### src/rtl/mips_pkg.sv
`default_nettype none

package mips_pkg;

    // ********************
    // Supported operations.
    typedef enum logic [4:0] {
        op_addiu, op_addu, op_subu, op_and, op_or, op_xor,
        op_andi, op_ori, op_xori,
        op_sll, op_srl, op_sra, op_sllv, op_srlv, op_srav,
        op_jr, op_illegal
    } op_e;

    // Fetch sequencer states.
    typedef enum logic [1:0] {
        st_idle, st_fetch, st_exec, st_halt
    } cpu_state_e;

    localparam logic [31:0] reset_vector = 32'h0000_0004;
    localparam logic [31:0] halt_address = 32'h0000_0000; // JR here stops the core.
    localparam logic [4:0]  reg_v0       = 5'd2;

    // ********************
    // Instruction fields.
    localparam int op_hi = 31, op_lo = 26;
    localparam int rs_hi = 25, rs_lo = 21;
    localparam int rt_hi = 20, rt_lo = 16;
    localparam int rd_hi = 15, rd_lo = 11;
    localparam int sh_hi = 10, sh_lo = 6;
    localparam int fn_hi = 5,  fn_lo = 0;
    localparam int imm_hi = 15, imm_lo = 0;

    // Primary opcodes.
    localparam logic [5:0] opc_special = 6'h00;
    localparam logic [5:0] opc_addiu   = 6'h09;
    localparam logic [5:0] opc_andi    = 6'h0C;
    localparam logic [5:0] opc_ori     = 6'h0D;
    localparam logic [5:0] opc_xori    = 6'h0E;

    // SPECIAL function codes.
    localparam logic [5:0] fn_sll  = 6'h00;
    localparam logic [5:0] fn_srl  = 6'h02;
    localparam logic [5:0] fn_sra  = 6'h03;
    localparam logic [5:0] fn_sllv = 6'h04;
    localparam logic [5:0] fn_srlv = 6'h06;
    localparam logic [5:0] fn_srav = 6'h07;
    localparam logic [5:0] fn_jr   = 6'h08;
    localparam logic [5:0] fn_addu = 6'h21;
    localparam logic [5:0] fn_subu = 6'h23;
    localparam logic [5:0] fn_and  = 6'h24;
    localparam logic [5:0] fn_or   = 6'h25;
    localparam logic [5:0] fn_xor  = 6'h26;

endpackage

`default_nettype wire
### src/rtl/mips_cpu_top.sv
`timescale 1ns/1ps
`default_nettype none

module mips_cpu_top (
    input  logic        clk,
    input  logic        rst_n,
    output logic        active,
    output logic [31:0] register_v0,
    output logic [31:0] address,
    output logic        read,
    input  logic        waitrequest,
    input  logic [31:0] readdata
);

    logic [31:0] instr;
    logic        exec_strobe;
    logic [4:0]  rs_addr;
    logic [4:0]  rt_addr;
    logic [31:0] rs_data;
    logic [31:0] rt_data;
    logic        exec_wr_en;
    logic [4:0]  exec_wr_addr;
    logic [31:0] exec_wr_data;
    logic        jump;
    logic [31:0] jump_target;
    logic        halt;

    // ********************
    // Fetch side.
    fetch_unit u_fetch (
        .clk         (clk),
        .rst_n       (rst_n),
        .address     (address),
        .read        (read),
        .waitrequest (waitrequest),
        .readdata    (readdata),
        .instr       (instr),
        .pc          (),            // No consumer without branches.
        .exec_strobe (exec_strobe),
        .jump        (jump),
        .jump_target (jump_target),
        .halt        (halt),
        .active      (active)
    );

    // Decode and execute.
    exec_unit u_exec (
        .clk         (clk),
        .rst_n       (rst_n),
        .instr       (instr),
        .exec_strobe (exec_strobe),
        .rs_addr     (rs_addr),
        .rt_addr     (rt_addr),
        .rs_data     (rs_data),
        .rt_data     (rt_data),
        .wr_en       (exec_wr_en),
        .wr_addr     (exec_wr_addr),
        .wr_data     (exec_wr_data),
        .jump        (jump),
        .jump_target (jump_target),
        .halt        (halt)
    );

    reg_file u_regs (
        .clk         (clk),
        .rst_n       (rst_n),
        .rs_addr     (rs_addr),
        .rt_addr     (rt_addr),
        .rs_data     (rs_data),
        .rt_data     (rt_data),
        .wr_en       (exec_wr_en),
        .wr_addr     (exec_wr_addr),
        .wr_data     (exec_wr_data),
        .register_v0 (register_v0)
    );

endmodule

`default_nettype wire

### src/rtl/reg_file.sv
`timescale 1ns/1ps
`default_nettype none

module reg_file (
    input  logic        clk,
    input  logic        rst_n,
    input  logic [4:0]  rs_addr,
    input  logic [4:0]  rt_addr,
    output logic [31:0] rs_data,
    output logic [31:0] rt_data,
    input  logic        wr_en,
    input  logic [4:0]  wr_addr,
    input  logic [31:0] wr_data,
    output logic [31:0] register_v0
);

    logic [31:0] regs [32];

    // ********************
    // Write port.
    always_ff @(posedge clk) begin
        if (!rst_n) begin
            for (int i = 0; i < 32; i++) begin
                regs[i] <= 32'h0000_0000;
            end
        end else if (wr_en && wr_addr != 5'd0) begin // $zero stays zero.
            regs[wr_addr] <= wr_data;
        end
    end

    // Combinational read ports.
    assign rs_data = regs[rs_addr];
    assign rt_data = regs[rt_addr];

    // Result tap for the status port.
    assign register_v0 = regs[mips_pkg::reg_v0];

    a_zero_reads_zero: assert property (@(posedge clk) disable iff (!rst_n)
        (rs_addr != 5'd0 || rs_data == 32'h0) && (rt_addr != 5'd0 || rt_data == 32'h0));

endmodule

`default_nettype wire

### src/rtl/exec_unit.sv
`timescale 1ns/1ps
`default_nettype none

module exec_unit (
    input  logic        clk,
    input  logic        rst_n,
    input  logic [31:0] instr,
    input  logic        exec_strobe,
    output logic [4:0]  rs_addr,
    output logic [4:0]  rt_addr,
    input  logic [31:0] rs_data,
    input  logic [31:0] rt_data,
    output logic        wr_en,
    output logic [4:0]  wr_addr,
    output logic [31:0] wr_data,
    output logic        jump,
    output logic [31:0] jump_target,
    output logic        halt
);

    mips_pkg::op_e op;
    logic [5:0]  opcode;
    logic [5:0]  funct;
    logic [4:0]  shamt;
    logic [15:0] imm;
    logic [31:0] imm_sext;
    logic [31:0] imm_zext;
    logic        is_jr;
    logic        is_imm;
    logic        stop;

    // ********************
    // Field extraction.
    assign opcode   = instr[mips_pkg::op_hi:mips_pkg::op_lo];
    assign funct    = instr[mips_pkg::fn_hi:mips_pkg::fn_lo];
    assign shamt    = instr[mips_pkg::sh_hi:mips_pkg::sh_lo];
    assign imm      = instr[mips_pkg::imm_hi:mips_pkg::imm_lo];
    assign rs_addr  = instr[mips_pkg::rs_hi:mips_pkg::rs_lo];
    assign rt_addr  = instr[mips_pkg::rt_hi:mips_pkg::rt_lo];
    assign imm_sext = {{16{imm[15]}}, imm};
    assign imm_zext = {16'h0000, imm};

    always_comb begin
        op = mips_pkg::op_illegal;
        case (opcode)
            mips_pkg::opc_special: begin
                case (funct)
                    mips_pkg::fn_sll:  op = mips_pkg::op_sll;
                    mips_pkg::fn_srl:  op = mips_pkg::op_srl;
                    mips_pkg::fn_sra:  op = mips_pkg::op_sra;
                    mips_pkg::fn_sllv: op = mips_pkg::op_sllv;
                    mips_pkg::fn_srlv: op = mips_pkg::op_srlv;
                    mips_pkg::fn_srav: op = mips_pkg::op_srav;
                    mips_pkg::fn_jr:   op = mips_pkg::op_jr;
                    mips_pkg::fn_addu: op = mips_pkg::op_addu;
                    mips_pkg::fn_subu: op = mips_pkg::op_subu;
                    mips_pkg::fn_and:  op = mips_pkg::op_and;
                    mips_pkg::fn_or:   op = mips_pkg::op_or;
                    mips_pkg::fn_xor:  op = mips_pkg::op_xor;
                    default:           op = mips_pkg::op_illegal;
                endcase
            end
            mips_pkg::opc_addiu: op = mips_pkg::op_addiu;
            mips_pkg::opc_andi:  op = mips_pkg::op_andi;
            mips_pkg::opc_ori:   op = mips_pkg::op_ori;
            mips_pkg::opc_xori:  op = mips_pkg::op_xori;
            default:             op = mips_pkg::op_illegal;
        endcase
    end

    // ********************
    // ALU and shifter.
    always_comb begin
        case (op)
            mips_pkg::op_addiu: wr_data = rs_data + imm_sext; // No overflow trap.
            mips_pkg::op_addu:  wr_data = rs_data + rt_data;
            mips_pkg::op_subu:  wr_data = rs_data - rt_data;
            mips_pkg::op_and:   wr_data = rs_data & rt_data;
            mips_pkg::op_or:    wr_data = rs_data | rt_data;
            mips_pkg::op_xor:   wr_data = rs_data ^ rt_data;
            mips_pkg::op_andi:  wr_data = rs_data & imm_zext;
            mips_pkg::op_ori:   wr_data = rs_data | imm_zext;
            mips_pkg::op_xori:  wr_data = rs_data ^ imm_zext;
            mips_pkg::op_sll:   wr_data = rt_data << shamt;
            mips_pkg::op_srl:   wr_data = rt_data >> shamt;
            mips_pkg::op_sra:   wr_data = $signed(rt_data) >>> shamt;
            mips_pkg::op_sllv:  wr_data = rt_data << rs_data[4:0];
            mips_pkg::op_srlv:  wr_data = rt_data >> rs_data[4:0];
            mips_pkg::op_srav:  wr_data = $signed(rt_data) >>> rs_data[4:0];
            default:            wr_data = 32'h0000_0000;
        endcase
    end

    // Immediates write rt, R-type writes rd.
    assign is_imm  = (op == mips_pkg::op_addiu) || (op == mips_pkg::op_andi) ||
                     (op == mips_pkg::op_ori) || (op == mips_pkg::op_xori);
    assign wr_addr = is_imm ? rt_addr : instr[mips_pkg::rd_hi:mips_pkg::rd_lo];

    // ********************
    // Control outputs, qualified by the strobe.
    assign is_jr       = (op == mips_pkg::op_jr);
    assign stop        = (is_jr && rs_data == mips_pkg::halt_address) ||
                         (op == mips_pkg::op_illegal);
    assign jump_target = rs_data;
    assign jump        = exec_strobe && is_jr && !stop;
    assign halt        = exec_strobe && stop;
    assign wr_en       = exec_strobe && !is_jr && (op != mips_pkg::op_illegal);

    a_halt_no_write: assert property (@(posedge clk) disable iff (!rst_n)
        !(halt && wr_en));

    a_halt_no_jump: assert property (@(posedge clk) disable iff (!rst_n)
        !(jump && halt));

endmodule

`default_nettype wire

### src/rtl/fetch_unit.sv
`timescale 1ns/1ps
`default_nettype none

module fetch_unit (
    input  logic        clk,
    input  logic        rst_n,
    output logic [31:0] address,
    output logic        read,
    input  logic        waitrequest,
    input  logic [31:0] readdata,
    output logic [31:0] instr,
    output logic [31:0] pc,
    output logic        exec_strobe,
    input  logic        jump,
    input  logic [31:0] jump_target,
    input  logic        halt,
    output logic        active
);

    mips_pkg::cpu_state_e state;

    // ********************
    // Run/halt sequencer and PC.
    always_ff @(posedge clk) begin
        if (!rst_n) begin
            state <= mips_pkg::st_idle;
            pc    <= mips_pkg::reset_vector;
        end else begin
            case (state)
                mips_pkg::st_idle: state <= mips_pkg::st_fetch; // One idle cycle.
                mips_pkg::st_fetch: begin
                    if (!waitrequest) begin
                        state <= mips_pkg::st_exec;
                    end
                end
                mips_pkg::st_exec: begin
                    if (halt) begin
                        state <= mips_pkg::st_halt;
                    end else begin
                        state <= mips_pkg::st_fetch;
                        pc    <= jump ? jump_target : pc + 32'd4;
                    end
                end
                mips_pkg::st_halt: state <= mips_pkg::st_halt; // Park until reset.
                default: state <= mips_pkg::st_idle;
            endcase
        end
    end

    // Instruction register loads when the read completes.
    always_ff @(posedge clk) begin
        if (state == mips_pkg::st_fetch && !waitrequest) begin
            instr <= readdata;
        end
    end

    assign address     = pc;
    assign read        = (state == mips_pkg::st_fetch);
    assign exec_strobe = (state == mips_pkg::st_exec);
    assign active      = (state == mips_pkg::st_fetch) || (state == mips_pkg::st_exec);

    // ********************
    // Bus rules.
    a_hold_during_stall: assert property (@(posedge clk) disable iff (!rst_n)
        read && waitrequest |=> read && $stable(address));

    a_no_read_halted: assert property (@(posedge clk) disable iff (!rst_n)
        state == mips_pkg::st_halt |-> !read);

    a_word_aligned: assert property (@(posedge clk) disable iff (!rst_n)
        address[1:0] == 2'b00);

endmodule

`default_nettype wire

### config.mk
export PLATFORM = sky130hd
export DESIGN_NAME = mips_cpu_top
export DESIGN_NICKNAME = d
export VERILOG_FILES = /design/src/rtl/mips_pkg.sv /design/src/rtl/mips_cpu_top.sv /design/src/rtl/reg_file.sv /design/src/rtl/exec_unit.sv /design/src/rtl/fetch_unit.sv
export SDC_FILE = /design/constraint.sdc
export NUM_CORES = 2
export LEC_CHECK = 0
export ABC_CLOCK_PERIOD_IN_PS = 18000
export BUFFER_PORTS_ARGS = -buffer_cell sky130_fd_sc_hd__buf_2
export CAP_MARGIN = 20
export CORE_MARGIN = 4
export CORE_UTILIZATION = 70
export CTS_BUF_LIST = sky130_fd_sc_hd__clkbuf_8
export DETAILED_ROUTE_END_ITERATION = 8
export PLACE_DENSITY = 0.87
export SLEW_MARGIN = 0
export SYNTH_ARGS = -nofsm -noshare
export SYNTH_HDL_FRONTEND = slang
export SYNTH_SLANG_ARGS = --single-unit
export TNS_END_PERCENT = 30
### constraint.sdc
create_clock -name clk -period 18 [get_ports clk]
set_clock_uncertainty 0.15 [all_clocks]
set_input_delay 1.8 -clock clk [delete_from_list [all_inputs] [get_ports clk]]
set_output_delay 1.8 -clock clk [all_outputs]
set_load 0.05 [all_outputs]
==> results of run 1 <==
[metrics by stage]
stage / hold slack (ns) / instance area (sq um) / instances
2_1_floorplan: 0.2993 / 69230 / 5691
3_3_place_gp: 0.3076 / 70950 / 6763
3_5_place_dp: 0.3169 / 71000 / 6766
4_1_cts: 0.3333 / 74050 / 7065
[metal layers]
layer  global-route usage  GRT overflow
met4               0.8319           124
met3               0.7470            25
met2               0.9412           114
met1               0.8369            17
met5               0.5646             5
[cell usage after synthesis, drive strengths merged, types with 12 or more instances]
master      n
a221oi     23
nor2b      17
xnor2      34
or3        19
o31ai      15
mux2       70
a211oi    111
dfxtp      44
nor4       75
nand3b     28
o2111ai    14
a311oi     15
a211o      15
a2111oi    17
and3       26
o32ai      12
and2       12
clkbuf    240
a21o       22
inv       108
o22ai     149
a31oi      18
nand4      44
a22o       14
mux2i     208
nand2b     25
o21ai     135
a21oi     360
o211ai     86
ha        140
nand2     232
mux4      544
nor2      989
a22oi      51
nor3       92
buf       305
edfxtp   1056
nand3      91
a222oi     24
o221ai     24
[kinds of logic after synthesis]
group	Yosys count
buf+inv	661
flops	1100
compound gates	1192
xor+xnor	44
fa+ha+maj	141
mux	822
simple gates	1699
other cells	1
==> impl_results.md, run 1 <==
- Hold buffer count at cts: 0
- Post-synth EDFFs: 1,056
- Area leader, netlist: edfxtp_1
- Post-CTS sizing: 0
- Ys flop type: edfxtp_1
- Synth Area in XOR/XNOR: 0.005576
- Io pins: 101
- Clock root cell: clkbuf_8
- # port buffers: 100
- Placement-stage worst setup slack: 8.137 ns
- Detailed-placement wirelength estimate: 227,000 microns
- Post-Syn Area per Cell: 12.21 sq um
- Mapped cell area: 69,110 sq um
- Gr usage total: 0.8383
- Mux contribution to synthesized area: 0.2197
- Failed at: global routing (5_1_grt)
- Synth Area in Simple Gates: 0.1118
- Pin count of the biggest net entering global routing: 150
- H-tree lvl count: 4
- Status: stopped before the end
- Routability cong.: 1.086
- Core Rows: 114
- #FFs+latches synth: 1,100
- Starting Density: 0.7105
- Asr flop ratio synth: 0
- Area share of the largest cell type after synthesis: 0.4588
- First error: [ERROR GRT-0232] Routing congestion too high. Check the congestion heatmap in the GUI.
- GRT overflow: 285
- Distinct cells, synth: 118
- CTS Buf Count: 171
- Adder-Cell Fraction of Synth Area: 0.02563
- Post-Syn Instances: 5,660
- Area fraction in compound gates after synthesis: 0.1172
- Synth Warn #: 0
- Total number of clock tree sinks: 1,100
- Top post-synthesis cells by area: edfxtp_1 46%, mux4_2 17%, nor2_1 5.4%
- Die Span Y: 322.2 microns
- Seq/Total Area, Yosys: 0.4716
- Main combinational cell family by area after synthesis: multiplexers
- Die X: 322.2 microns
- Post-CTS Setup Bufs: 0
- Clock buffer depth: 3
==> inputs of run 2 (changes only) <==
--- a/config.mk
+++ b/config.mk
@@ -9,10 +9,9 @@
 export BUFFER_PORTS_ARGS = -buffer_cell sky130_fd_sc_hd__buf_2
 export CAP_MARGIN = 20
 export CORE_MARGIN = 4
-export CORE_UTILIZATION = 70
-export CTS_BUF_LIST = sky130_fd_sc_hd__clkbuf_8
+export CORE_UTILIZATION = 40
 export DETAILED_ROUTE_END_ITERATION = 8
-export PLACE_DENSITY = 0.87
+export PLACE_DENSITY_LB_ADDON = 0.15
 export SLEW_MARGIN = 0
 export SYNTH_ARGS = -nofsm -noshare
 export SYNTH_HDL_FRONTEND = slang
==> run 2 against run 1 <==
The flow now finishes without violations. Synthesized area unchanged. Synthesized cell count unchanged.
==> impl_results.md, run 2 <==
- Post-CTS sizing: 0
- Length in cells of the worst reg-to-reg path: 26
- Final Hold Fails: 0
- Hold path depth: 1
- Distinct cells, synth: 118
- Asr flop ratio synth: 0
- Final min period: 9.576 ns
- Adder-Cell Fraction of Synth Area: 0.02563
- Core area: 171,700 sq um
- Crit share post-route: 0.5320
- Synth Area in XOR/XNOR: 0.005576
- Kind of critical path: flip-flop to flip-flop
- Fmax: 104.4 MHz
- Synth Area in Simple Gates: 0.1118
- Critical path's slowest cell: buf_4
- Area leader, netlist: edfxtp_1
- Clock root cell: clkbuf_16
- Main combinational cell family by area after synthesis: multiplexers
- Pleak: 25.88 nW
- Die X: 423.7 microns
- Largest stage delay, worst path: 0.87 ns
- Max Slew Vio Count: 0
- Top post-synthesis cells by area: edfxtp_1 46%, mux4_2 17%, nor2_1 5.4%
- Ys flop type: edfxtp_1
- Setup violations, final: 0
- CTS clock-pin slew for the worst setup and hold paths: 0.06 ns
- Seq/Total Area, Yosys: 0.4716
- Worst rel slew slack: 0.1351
- Critical path endpoint category: flip-flop
- Most frequent cells in the layout: 1,056 x edfxtp_1, 984 x nor2_1, 530 x mux4_2, 355 x a21oi_1, 274 x buf_4
- Clock buffer depth: 3
- Setup TNS Final: 0 ns
- Gr usage total: 0.3681
- Min-delay worst type: flip-flop to flip-flop
- Pin count of the biggest net entering global routing: 128
- Proportion of layout cells with a drive suffix above 1: 0.2395
- Max_cap viols: 0
- CP bufs+invs: 7
- Area of the multi-input gates: 34,070 sq um
- Vias in the first global route: 54,136
- Area fraction in compound gates after synthesis: 0.1172
- Worst R2R Setup Slack: 8.42 ns
- Drt via density: 6.985
- Total length of routed wires: 338,500 microns
- Io pins: 101
- Nets@finish: 5,821
- #FFs+latches synth: 1,100
- Layout area overhead: 10.86%
- RSZ-0062 raised after global routing: false
- DRC Markers: 0
- Crit path max fanout: 46
- Slew @ Worst Pin: 1.289 ns
- Arrival time of the worst setup path: 9.94 ns
- DRT antenna net count: 0
- Status: finished clean
- Routed len/inst: 41.99 microns
- First-pass GRT wire length: 457,700 microns
- Pre-antenna DRT Iters: 7
- Hold buffer count at cts: 0
- FF-to-FF End: u_regs.regs[22][28]
- Total number of clock tree sinks: 1,100
- CTS tree: done
- Post-Syn Instances: 5,660
- GRT overflow: 0
- Top-count cell post-synth: edfxtp_1
- Mux contribution to synthesized area: 0.2197
- CTS Buf Count: 120
- Critical Path RT: 18.37 ns
- Detailed-placement wirelength estimate: 226,700 microns
- Commonest cells in the netlist: 1,056 x edfxtp_1, 987 x nor2_1, 530 x mux4_2, 357 x a21oi_1, 239 x clkbuf_1
- Core Rows: 152
- Routability cong.: 1.012
- Placed Instance Area: 72,620 sq um
- Most common cell on crit path: buf_4
- CP top delay family: simple AND/OR/NAND/NOR gates
- Post-Syn Area per Cell: 12.21 sq um
- Worst skew pair latency: 0.80 ns
- DR vias: 56,311
- Placement-stage worst setup slack: 8.555 ns
- Mapped cell area: 69,110 sq um
- Starting Density: 0.4024
- Setup WS post-layout: 8.424 ns
- Sequential cell area: 32,620 sq um
- # port buffers: 100
- PwrDens: 101.8 nW/um^2
- Post-route cell area: 76,620 sq um
- Area share of the largest cell type after synthesis: 0.4588
- Reg with most FFs: u_regs.regs
- Initial antenna violation count: 11
- Initial DRC Count: 8,313
- Area of the die: 179,500 sq um
- Post-CTS Setup Bufs: 0
- Leading cell type in the layout, fill and taps excluded: edfxtp_1
- Post-synth EDFFs: 1,056
- Max reg flops: 1,024
- Synth Warn #: 0
- Die Span Y: 423.7 microns
- Fillcell total: 15,810
- H-tree lvl count: 3
- Type of origin of the critical path: flip-flop
- VDD IR max: 0.00007987 V
- Min-delay src: u_fetch.instr[25]
[run 2: cell counts after synthesis]
Identical to the previous run, type by type.
[run 2: kinds of logic after synthesis]
kind of cell               after synthesis
xor gates and xnor gates                44
other                                    1
and+or+nand+nor                       1699
adders and majority gates              141
muxes                                  822
DFF                                   1100
AOI/OAI and AO/OA                     1192
buffers and inverters                  661
[run 2: worst max-delay path by stage]
stage / from / to / slack (ns) / depth (start not counted)
after floorplan: flip-flop / u_regs.regs[10][28] / 11.66 / 28
after global placement: flip-flop / u_regs.regs[16][28] / 8.54 / 27
after detailed placement: flip-flop / u_regs.regs[16][28] / 8.55 / 26
after CTS: flip-flop / u_regs.regs[16][28] / 8.53 / 26
after global routing: flip-flop / u_regs.regs[16][28] / 7.92 / 26
final: flip-flop / u_regs.regs[22][28] / 8.42 / 26
[run 2: per-stage QoR]
stage	instances	util	hold slack [ns]	total power, mW
floorplan	5691	-	0.2993	4.267
global placement	7830	0.4227	0.3109	5.205
detailed placement	7833	0.4229	0.3229	5.205
CTS	8052	0.4460	0.3369	7.741
global route	8052	0.4460	0.3495	7.983
finish	8062	0.4461	0.3339	7.797
[run 2: layout make-up]
cell class,instances,area share
Clock buffer,143,0.04073
Antenna cell,10,0.0003266
Tap cell,2310,0.03772
Clock inverter,76,0.01114
Inverter,116,0.005732
Timing Repair Buffer,377,0.03390
Multi-Input combinational cell,3930,0.4447
Sequential cell,1100,0.4258
[run 2: where the power goes]
group	leakage [nW]	internal (mW)	total [mW]	switching, mW
Combinational	12.7	0.718	2.25	1.53
Clock	1.93	1.46	2.56	1.10
Sequential	11.2	2.89	2.99	0.0941
[run 2: metal layers]
metal  wire (microns)  track usage
met5               38            0
met4            27910       0.2451
met3            35010      0.08562
met2           153200       0.5751
met1           122400       0.4575
(Power assumes the default switching activity.)
